### src/board_pkg.sv
// ------------------------------
// register map, boot states and exit word layout
// the delay defaults assume delays of at least 2 cycles
// ------------------------------
package board_pkg;

  // host register addresses
  localparam logic [2:0] ADDR_ID       = 3'd0;
  localparam logic [2:0] ADDR_SCRATCH  = 3'd1;
  localparam logic [2:0] ADDR_GPIO_OUT = 3'd2;
  localparam logic [2:0] ADDR_GPIO_IN  = 3'd3;
  localparam logic [2:0] ADDR_STATUS   = 3'd4;
  localparam logic [2:0] ADDR_BOOT_GO  = 3'd5;
  localparam logic [2:0] ADDR_EXIT     = 3'd6;

  localparam logic [31:0] SYS_ID = 32'h5E1F_0001;

  // upper half of a valid exit word
  localparam logic [15:0] EXIT_MAGIC = 16'hE0D1;

  // default delays in clock cycles
  localparam int BOOT_DELAY_DEF  = 16;
  localparam int FLASH_DELAY_DEF = 32;
  localparam int LOAD_DELAY_DEF  = 64;

  typedef enum logic [2:0] {
    ST_RESET_WAIT = 3'd0,
    ST_WAIT_HOST  = 3'd1,
    ST_FLASH_BOOT = 3'd2,
    ST_LOAD       = 3'd3,
    ST_RUN        = 3'd4,
    ST_EXITED     = 3'd5
  } boot_state_e;

  typedef struct packed {
    logic [15:0] magic;
    logic [15:0] code;
  } exit_fields_t;

  // raw bit 0 carries the exit value
  typedef union packed {
    logic [31:0]  raw;
    exit_fields_t f;
  } exit_word_u;

endpackage

### src/boot_timer.sv
// ------------------------------
// down counter, reloads on load_i and stops at 0
// expired_o stays high at 0 until the next load
// ------------------------------
`timescale 1ns/1ps

module boot_timer #(
  parameter int CNT_W = 8
) (
  input  logic             clk_i,
  input  logic             rst_ni,
  input  logic             load_i,
  input  logic [CNT_W-1:0] value_i,
  output logic             expired_o
);

  logic [CNT_W-1:0] count_q;

  always_ff @(posedge clk_i or negedge rst_ni) begin
    if (!rst_ni) begin
      count_q <= '0;
    end else if (load_i) begin
      count_q <= value_i;
    end else if (count_q != '0) begin
      count_q <= count_q - 1'b1;
    end
  end

  // a load in flight masks a stale zero count
  assign expired_o = (count_q == '0) && !load_i;

  a_load_clears_expiry : assert property (
    @(posedge clk_i) disable iff (!rst_ni)
    (load_i && value_i != '0) |=> !expired_o
  ) else $error("timer expired right after a nonzero load");

endmodule

### src/boot_ctrl.sv
// ------------------------------
// boot and exit sequencer; delays must be at least 2
// ST_RESET_WAIT lasts BOOT_DELAY+1 cycles, the timed boots their delay
// ------------------------------
`timescale 1ns/1ps

module boot_ctrl
  import board_pkg::*;
#(
  parameter int BOOT_DELAY  = BOOT_DELAY_DEF,
  parameter int FLASH_DELAY = FLASH_DELAY_DEF,
  parameter int LOAD_DELAY  = LOAD_DELAY_DEF,
  parameter int CNT_W       = 8
) (
  input  logic             clk_i,
  input  logic             rst_ni,
  input  logic             boot_select_i,
  input  logic             execute_from_flash_i,
  input  logic             boot_go_i,
  input  exit_word_u       exit_word_i,
  input  logic             tmr_expired_i,
  output boot_state_e      state_o,
  output logic             boot_done_o,
  output logic             exit_valid_o,
  output logic             tmr_load_o,
  output logic [CNT_W-1:0] tmr_value_o
);

  boot_state_e      state_q;
  boot_state_e      state_d;
  logic             started_q;
  logic             load_d;
  logic [CNT_W-1:0] value_d;

  always_comb begin
    state_d = state_q;
    case (state_q)
      ST_RESET_WAIT: begin
        if (started_q && tmr_expired_i) begin
          if (boot_select_i) begin
            state_d = ST_WAIT_HOST;
          end else if (execute_from_flash_i) begin
            state_d = ST_FLASH_BOOT;
          end else begin
            state_d = ST_LOAD;
          end
        end
      end
      ST_WAIT_HOST: if (boot_go_i) state_d = ST_RUN;
      ST_FLASH_BOOT, ST_LOAD: if (tmr_expired_i) state_d = ST_RUN;
      // exit word may have been parked here long before
      ST_RUN: if (exit_word_i.f.magic == EXIT_MAGIC) state_d = ST_EXITED;
      ST_EXITED: state_d = ST_EXITED;
      default: state_d = ST_RESET_WAIT;
    endcase
  end

  // the count runs 2 cycles short, load pulse and expiry cycle make up the rest
  always_comb begin
    load_d  = 1'b0;
    value_d = tmr_value_o;
    if (!started_q) begin
      load_d  = 1'b1;
      value_d = CNT_W'(BOOT_DELAY - 2);
    end else if (state_d != state_q && state_d == ST_FLASH_BOOT) begin
      load_d  = 1'b1;
      value_d = CNT_W'(FLASH_DELAY - 2);
    end else if (state_d != state_q && state_d == ST_LOAD) begin
      load_d  = 1'b1;
      value_d = CNT_W'(LOAD_DELAY - 2);
    end
  end

  always_ff @(posedge clk_i or negedge rst_ni) begin
    if (!rst_ni) begin
      state_q      <= ST_RESET_WAIT;
      started_q    <= 1'b0;
      tmr_load_o   <= 1'b0;
      exit_valid_o <= 1'b0;
    end else begin
      state_q      <= state_d;
      started_q    <= 1'b1;
      tmr_load_o   <= load_d;
      exit_valid_o <= (state_d == ST_EXITED);
    end
  end

  always_ff @(posedge clk_i) begin
    tmr_value_o <= value_d;
  end

  assign state_o     = state_q;
  assign boot_done_o = (state_q == ST_RUN) || (state_q == ST_EXITED);

  a_exit_only_when_exited : assert property (
    @(posedge clk_i) disable iff (!rst_ni)
    exit_valid_o |-> state_o == ST_EXITED
  ) else $error("exit_valid_o high outside ST_EXITED");

  a_no_load_in_run : assert property (
    @(posedge clk_i) disable iff (!rst_ni)
    state_o == ST_RUN |-> !tmr_load_o
  ) else $error("timer load while running");

endmodule

### src/host_regs.sv
// ------------------------------
// host register block, one access per cycle
// read data lands one cycle after host_re_i; GPIO_W up to 32
// ------------------------------
`timescale 1ns/1ps

module host_regs
  import board_pkg::*;
#(
  parameter int GPIO_W = 8
) (
  input  logic              clk_i,
  input  logic              rst_ni,
  input  logic              host_we_i,
  input  logic              host_re_i,
  input  logic [2:0]        host_addr_i,
  input  logic [31:0]       host_wdata_i,
  output logic [31:0]       host_rdata_o,
  input  logic [GPIO_W-1:0] gpio_i,
  input  boot_state_e       state_i,
  input  logic              boot_done_i,
  output logic              boot_go_o,
  output exit_word_u        exit_word_o,
  output logic [GPIO_W-1:0] gpio_o
);

  logic [31:0]       scratch_q;
  logic [GPIO_W-1:0] gpio_meta_q;
  logic [GPIO_W-1:0] gpio_sync_q;
  logic [31:0]       rdata_d;

  always_ff @(posedge clk_i or negedge rst_ni) begin
    if (!rst_ni) begin
      gpio_o      <= '0;
      exit_word_o <= '0;
      boot_go_o   <= 1'b0;
    end else begin
      if (host_we_i && host_addr_i == ADDR_GPIO_OUT) begin
        gpio_o <= host_wdata_i[GPIO_W-1:0];
      end
      if (host_we_i && host_addr_i == ADDR_EXIT) begin
        exit_word_o.raw <= host_wdata_i;
      end
      // single cycle strobe, nothing is stored
      boot_go_o <= host_we_i && (host_addr_i == ADDR_BOOT_GO);
    end
  end

  always_ff @(posedge clk_i) begin
    if (host_we_i && host_addr_i == ADDR_SCRATCH) begin
      scratch_q <= host_wdata_i;
    end
  end

  // two flop sync for the board pins
  always_ff @(posedge clk_i or negedge rst_ni) begin
    if (!rst_ni) begin
      gpio_meta_q <= '0;
      gpio_sync_q <= '0;
    end else begin
      gpio_meta_q <= gpio_i;
      gpio_sync_q <= gpio_meta_q;
    end
  end

  always_comb begin
    case (host_addr_i)
      ADDR_ID:       rdata_d = SYS_ID;
      ADDR_SCRATCH:  rdata_d = scratch_q;
      ADDR_GPIO_OUT: rdata_d = 32'(gpio_o);
      ADDR_GPIO_IN:  rdata_d = 32'(gpio_sync_q);
      ADDR_STATUS:   rdata_d = {28'd0, boot_done_i, state_i};
      ADDR_EXIT:     rdata_d = exit_word_o.raw;
      // boot_go and unmapped addresses
      default:       rdata_d = 32'd0;
    endcase
  end

  always_ff @(posedge clk_i or negedge rst_ni) begin
    if (!rst_ni) begin
      host_rdata_o <= '0;
    end else if (host_re_i) begin
      host_rdata_o <= rdata_d;
    end
  end

  a_no_read_write_same_cycle : assert property (
    @(posedge clk_i) disable iff (!rst_ni)
    !(host_we_i && host_re_i)
  ) else $error("host read and write in the same cycle");

endmodule

### src/mini_system.sv
// ------------------------------
// sequencer, boot timer and host registers
// ------------------------------
`timescale 1ns/1ps

module mini_system
  import board_pkg::*;
#(
  parameter int BOOT_DELAY  = BOOT_DELAY_DEF,
  parameter int FLASH_DELAY = FLASH_DELAY_DEF,
  parameter int LOAD_DELAY  = LOAD_DELAY_DEF,
  parameter int GPIO_W      = 8
) (
  input  logic              clk_i,
  input  logic              rst_ni,
  input  logic              boot_select_i,
  input  logic              execute_from_flash_i,
  input  logic              host_we_i,
  input  logic              host_re_i,
  input  logic [2:0]        host_addr_i,
  input  logic [31:0]       host_wdata_i,
  output logic [31:0]       host_rdata_o,
  input  logic [GPIO_W-1:0] gpio_i,
  output logic [GPIO_W-1:0] gpio_o,
  output logic              boot_done_o,
  output logic              exit_value_o,
  output logic              exit_valid_o
);

  // counter wide enough for the longest delay
  localparam int MAX_A     = (BOOT_DELAY > FLASH_DELAY) ? BOOT_DELAY : FLASH_DELAY;
  localparam int MAX_DELAY = (MAX_A > LOAD_DELAY) ? MAX_A : LOAD_DELAY;
  localparam int CNT_W     = $clog2(MAX_DELAY + 1);

  logic             boot_go;
  exit_word_u       exit_word;
  boot_state_e      state;
  logic             tmr_load;
  logic [CNT_W-1:0] tmr_value;
  logic             tmr_expired;

  boot_ctrl #(
    .BOOT_DELAY (BOOT_DELAY),
    .FLASH_DELAY(FLASH_DELAY),
    .LOAD_DELAY (LOAD_DELAY),
    .CNT_W      (CNT_W)
  ) u_boot_ctrl (
    .clk_i               (clk_i),
    .rst_ni              (rst_ni),
    .boot_select_i       (boot_select_i),
    .execute_from_flash_i(execute_from_flash_i),
    .boot_go_i           (boot_go),
    .exit_word_i         (exit_word),
    .tmr_expired_i       (tmr_expired),
    .state_o             (state),
    .boot_done_o         (boot_done_o),
    .exit_valid_o        (exit_valid_o),
    .tmr_load_o          (tmr_load),
    .tmr_value_o         (tmr_value)
  );

  boot_timer #(
    .CNT_W(CNT_W)
  ) u_boot_timer (
    .clk_i    (clk_i),
    .rst_ni   (rst_ni),
    .load_i   (tmr_load),
    .value_i  (tmr_value),
    .expired_o(tmr_expired)
  );

  host_regs #(
    .GPIO_W(GPIO_W)
  ) u_host_regs (
    .clk_i       (clk_i),
    .rst_ni      (rst_ni),
    .host_we_i   (host_we_i),
    .host_re_i   (host_re_i),
    .host_addr_i (host_addr_i),
    .host_wdata_i(host_wdata_i),
    .host_rdata_o(host_rdata_o),
    .gpio_i      (gpio_i),
    .state_i     (state),
    .boot_done_i (boot_done_o),
    .boot_go_o   (boot_go),
    .exit_word_o (exit_word),
    .gpio_o      (gpio_o)
  );

  assign exit_value_o = exit_word.raw[0];

endmodule

### src/board_wrapper.sv
// ------------------------------
// board top, rst_i is the active high button
// clk_i drives the design directly, no clock wizard
// ------------------------------
`timescale 1ns/1ps

module board_wrapper
  import board_pkg::*;
#(
  parameter int CLK_LED_COUNT_LENGTH = 27,
  parameter int BOOT_DELAY           = BOOT_DELAY_DEF,
  parameter int FLASH_DELAY          = FLASH_DELAY_DEF,
  parameter int LOAD_DELAY           = LOAD_DELAY_DEF,
  parameter int GPIO_W               = 8
) (
  input  logic              clk_i,
  input  logic              rst_i,
  input  logic              boot_select_i,
  input  logic              execute_from_flash_i,
  input  logic              host_we_i,
  input  logic              host_re_i,
  input  logic [2:0]        host_addr_i,
  input  logic [31:0]       host_wdata_i,
  input  logic [GPIO_W-1:0] gpio_i,
  output logic              rst_led_o,
  output logic              clk_led_o,
  output logic              clk_out_o,
  output logic              exit_value_o,
  output logic              exit_valid_o,
  output logic              boot_done_o,
  output logic [31:0]       host_rdata_o,
  output logic [GPIO_W-1:0] gpio_o
);

  logic                            clk_gen;
  logic                            rst_btn_n;
  logic [1:0]                      rst_sync_q;
  logic                            rst_n;
  logic [CLK_LED_COUNT_LENGTH-1:0] clk_count_q;

  assign clk_gen   = clk_i;
  assign rst_btn_n = ~rst_i;

  // async assert, release after two edges
  always_ff @(posedge clk_gen or negedge rst_btn_n) begin
    if (!rst_btn_n) begin
      rst_sync_q <= 2'b00;
    end else begin
      rst_sync_q <= {rst_sync_q[0], 1'b1};
    end
  end

  assign rst_n = rst_sync_q[1];

  // heartbeat
  always_ff @(posedge clk_gen or negedge rst_n) begin
    if (!rst_n) begin
      clk_count_q <= '0;
    end else begin
      clk_count_q <= clk_count_q + 1'b1;
    end
  end

  assign rst_led_o = rst_n;
  assign clk_led_o = clk_count_q[CLK_LED_COUNT_LENGTH-1];
  assign clk_out_o = clk_gen;

  mini_system #(
    .BOOT_DELAY (BOOT_DELAY),
    .FLASH_DELAY(FLASH_DELAY),
    .LOAD_DELAY (LOAD_DELAY),
    .GPIO_W     (GPIO_W)
  ) u_mini_system (
    .clk_i               (clk_gen),
    .rst_ni              (rst_n),
    .boot_select_i       (boot_select_i),
    .execute_from_flash_i(execute_from_flash_i),
    .host_we_i           (host_we_i),
    .host_re_i           (host_re_i),
    .host_addr_i         (host_addr_i),
    .host_wdata_i        (host_wdata_i),
    .host_rdata_o        (host_rdata_o),
    .gpio_i              (gpio_i),
    .gpio_o              (gpio_o),
    .boot_done_o         (boot_done_o),
    .exit_value_o        (exit_value_o),
    .exit_valid_o        (exit_valid_o)
  );

endmodule

### config.mk
export PLATFORM = sky130hd
export DESIGN_NAME = board_wrapper
export DESIGN_NICKNAME = d
export VERILOG_FILES = /design/src/board_pkg.sv /design/src/boot_timer.sv /design/src/boot_ctrl.sv /design/src/host_regs.sv /design/src/mini_system.sv /design/src/board_wrapper.sv
export SDC_FILE = /design/constraint.sdc
export NUM_CORES = 1
export LEC_CHECK = 0
export BUFFER_PORTS_ARGS = -buffer_cell sky130_fd_sc_hd__clkbuf_2
export CAP_MARGIN = 25
export CORE_MARGIN = 5
export CORE_UTILIZATION = 57
export DETAILED_ROUTE_END_ITERATION = 6
export GPL_TIMING_DRIVEN = 0
export HOLD_SLACK_MARGIN = 0.06
export PLACE_DENSITY = 0.89
export SYNTH_ARGS = -nofsm -noshare
export SYNTH_HDL_FRONTEND = slang
export SYNTH_SLANG_ARGS = --single-unit
### constraint.sdc
create_clock -name clk_i -period 5.7 [get_ports clk_i]
set_clock_uncertainty 0.05 [all_clocks]
set_input_delay 0.855 -clock clk_i [delete_from_list [all_inputs] [get_ports clk_i]]
set_output_delay 0.855 -clock clk_i [all_outputs]
set_load 0.05 [all_outputs]
=== Word-level counts from Yosys, hierarchy flattened ===
Index checks and enable logic that the tools add are counted.

* Register bits: 165
* Output and inout bits: 46
* Bits of input ports: 49

* Muxes and demuxes: 15
* Bitwise gates (word level): 1
* Equal/unequal tests: 16
* Add/subtract/negate cells: 2
* Reductions and logical operators: 18

{| class="wikitable"
|+ Operators with widths
! kind !! number
|-
| one-hot mux 32 bit (6 select lines) || 1
|-
| adder 27 x 1 -> 27 bit, second input constant || 1
|-
| == test 3 x 2 -> 1 bit, second input constant || 6
|-
| == test 3 bit, second input constant || 6
|-
| == test 16 bit, second input constant || 1
|-
| one-hot mux 3 bit (5 select lines) || 1
|-
| two-way mux 7 bit || 2
|-
| two-way mux 3 bit || 4
|-
| two-way mux 5 bit || 2
|-
| logical AND 1 bit || 8
|-
| logical NOT 7 bit || 1
|-
| nonzero test 7 bit || 1
|-
| subtractor 7 x 1 -> 7 bit, second input constant || 1
|-
| == test 3 x 1 -> 1 bit, second input constant || 2
|-
| logical NOT 3 bit || 2
|-
| two-way mux 1 bit || 4
|-
| nonzero test 2 bit || 2
|-
| OR reduction 2 bit || 2
|-
| inequality test 3 bit || 1
|-
| two-way mux 2 bit || 1
|-
| logical NOT 1 bit || 1
|-
| logical OR 1 bit || 1
|-
| inverter 1 bit || 1
|}

=== Depth between registers and ports, before layout ===
* Depth after elaboration: 10
* Mapped depth: 6

=== Hierarchy ===
A second synthesis with hierarchy kept.

* Cell total of the unflattened synthesis: 528
* Area total of the unflattened synthesis: 6925.4 um^2

{| class="wikitable"
|+ By module, submodules not included
! module !! sequential area each (um^2) !! area each (um^2) !! cells each !! instances
|-
| host_regs || 3188.1 || 4789.6 || 336 || 1
|-
| board_wrapper || 725.7 || 1260.0 || 99 || 1
|-
| boot_timer || 175.2 || 452.9 || 49 || 1
|-
| boot_ctrl || 190.2 || 422.9 || 44 || 1
|}

==> results.md <==
* Gr usage total at 25.03%
* Post-route ant nets at 0
* # Post-CTS Setup Buffers at 0
* Worst vdd ir at 0.0002728 V
* CTS Hold Buffers Added at 0
* Most frequent cells in the layout: 130 x dfrtp_1, 92 x clkbuf_2, 54 x nor2_1, 43 x mux2_2, 32 x edfxtp_1
* Data required, critical path at 4.80 ns
* Syn Inst Count at 506
* TritonCTS clock tree: yes
* Hpwl dp at 10.27 mm
* CP max FO at 2
* Final-report setup violation count at 0
* Via/cell ratio at 6.040
* Sequential fraction of the synthesis area at 65.57%
* Setup CP Type: clock port to primary output
* Post-synth ARST share at 79.39%
* Grt total ovfl at 0
* Status: finished clean
* Mean Syn Cell Area at 12.90 µm²
* Syn. warnings at 0
* Post-route cell area at 7891 µm²
* Latest clock arrival within the worst-skew pair at 0.54 ns
* Worst hold path class: input pin to async pin
* Finished Layout Cells at 778
* Clk slew on worst S/H paths at 0.07 ns
* Area contributors post-synth: dfrtp_1 50%, edfxtp_1 15%, mux2_2 7.4%
* Placed Instances at 743
* Cell Chain, Critical Path: clkbuf_16 -> clkbuf_16 -> buf_4 -> clkbuf_2
* Initial DRC Count at 565
* First-pass GRT wire length at 25.63 mm
* Commonest non-fill, non-tap cell in the layout: dfrtp_1
* Most area-hungry cell type in the Yosys netlist: dfrtp_1
* RSZ-0062 raised after global routing: no
* Crit start category: clock port
* Drt first pass iters at 5
* Post-route setup TNS at 0 ns
* Final GP Congestion at 0.8033
* Aggregate routed wire length at 16.17 mm
* Die area at 13690 µm²
* Fin. max-slew vios at 0
* Endpoint type of the worst setup path: primary output
* PortBufs at 92
* Num rows at 39
* Least-Margin Pin Slew at 0.8031 ns
* Top cell type's share of synthesized area at 50.23%
* CP max stage delay at 0.23 ns
* DRC at 0
* DR vias at 4699
* Share of layout cells above drive strength 1 at 28.35%
* Antenna violations before repair at 1
* Io pins at 95
* Primary FF master, synth: dfrtp_1
* WL per Instance at 20.79 µm
* Post-synth EDFFs at 32
* Worst slew margin at 46.02%
* NumNets Final at 674
* Max-Cap Viols at 0
* Most used cell, CP: clkbuf_16
* # resized after CTS at 0
* Vias in the first global route at 4911
* Hold slack at 0.08173 ns
* CORE AREA at 11320 µm²
* Antenna cells at 0
* CP max stage cell: clkbuf_2
* LEAKAGE at 3.490 nW
* Die Width at 117 µm
* Final hold vios at 0
* Mapped Area at 6526 µm²
* Die height at 117 µm
* #FFs+latches synth at 165
* Synth-to-layout area growth at 20.92%
* Initial Utilization at 57.65%
* Cell Pwr Density at 395.6 nW/µm²
* Largest net degree at the start of global routing at 71
* Placed Area at 7202 µm²
* Arrival @ worst endpoint at 3.44 ns
* Yosys cell types at 52
==> cell usage after synthesis, types with 2 or more instances <==
master	instances
a211o_1	2
a21oi_1	14
a221oi_1	15
a22oi_1	4
a31oi_1	11
a32o_1	2
a41oi_1	2
and3_1	5
and4_1	5
buf_1	5
clkbuf_1	19
dfrtp_1	131
dfxtp_1	2
edfxtp_1	32
ha_1	3
inv_1	13
mux2_2	43
mux2i_1	7
nand2_1	25
nand2b_1	3
nand3_1	17
nand4_1	5
nor2_1	54
nor2b_1	6
nor3_1	3
nor4bb_1	3
o211ai_1	2
o21a_1	4
o21ai_0	20
xnor2_1	18
xor2_1	10
==> logic make-up after synthesis <==
| logic type | share of synthesized area (%) |
|---|---|
| fa+ha+maj | 0.5752 |
| other cells | 0.05746 |
| buf+inv | 2.243 |
| simple gates | 10.89 |
| mux | 8.493 |
| compound gates | 8.417 |
| flops | 65.57 |
| xor+xnor | 3.758 |
==> critical path: cells and delay by family <==
kind	cells	cell delay, ns
buf+inv	4	0.60
==> final timing paths <==
check                                                                   start  depth (start not counted)  slack (ns)                                                 end
max                                                                     clk_i                          4        1.35                                           clk_out_o
min                                                                     rst_i                          2        0.08                             rst_sync_q[1]$_DFF_PP0_
max reg2reg                 u_mini_system.u_boot_timer.count_q[0]$_DFFE_PN0P_                          6        3.28      u_mini_system.u_boot_ctrl.state_o[0]$_DFF_PN0_
min reg2reg                u_mini_system.u_host_regs.gpio_meta_q[1]$_DFF_PN0_                          0        0.30  u_mini_system.u_host_regs.gpio_sync_q[1]$_DFF_PN0_
max in group asynchronous                             rst_sync_q[1]$_DFF_PP0_                          1        4.42   u_mini_system.u_boot_timer.count_q[2]$_DFFE_PN0P_
min in group clk_i         u_mini_system.u_host_regs.gpio_meta_q[1]$_DFF_PN0_                          0        0.30  u_mini_system.u_host_regs.gpio_sync_q[1]$_DFF_PN0_
==> final cells by class <==
type | instances | area (µm²)
tap | 143 | 178.9
buffer | 25 | 97.59
clock buffer | 25 | 583.1
sequential | 165 | 4283
multi-input combinational | 304 | 2106
clock inverter | 11 | 111.4
inverter | 13 | 48.80
fill | 725 | 3430
timing repair buffer | 92 | 483.0
==> flip-flops by register name, summed over array words and instances, names as in the netlist, 3 cells and up <==
name and count:
clk_count_q 27, u_mini_system.u_boot_ctrl.state_o 3, u_mini_system.u_boot_timer.count_q 7, u_mini_system.u_host_regs.exit_word_o 32, u_mini_system.u_host_regs.gpio_meta_q 8, u_mini_system.u_host_regs.gpio_o 8, u_mini_system.u_host_regs.gpio_sync_q 8, u_mini_system.u_host_regs.host_rdata_o 32
u_mini_system.u_host_regs.scratch_q 32
==> layer usage <==
metal | global-route usage [%] | share of wire, %
met1 | 29.16 | 37
met2 | 42.62 | 52
met3 | 8.278 | 8.1
met4 | 10.55 | 3.1
met5 | 0 | 0.043
==> report_power, final <==
part	total, mW	leakage [nW]	internal (mW)	switching (mW)
registers	1.40	1.92	1.31	0.0917
clock network	1.32	0.339	0.786	0.538
logic	0.396	1.23	0.131	0.265
==> stage by stage <==
step,util (%),setup slack (ns),power (mW)
final,69.71,1.350,3.122
after global routing,69.71,1.339,3.219
after CTS,69.71,1.347,3.125
after detailed placement,63.62,1.620,1.846
after global placement,63.33,0.1165,1.819
after floorplan,-,1.318,1.708
Note: power is estimated with default switching activity, not from simulation.
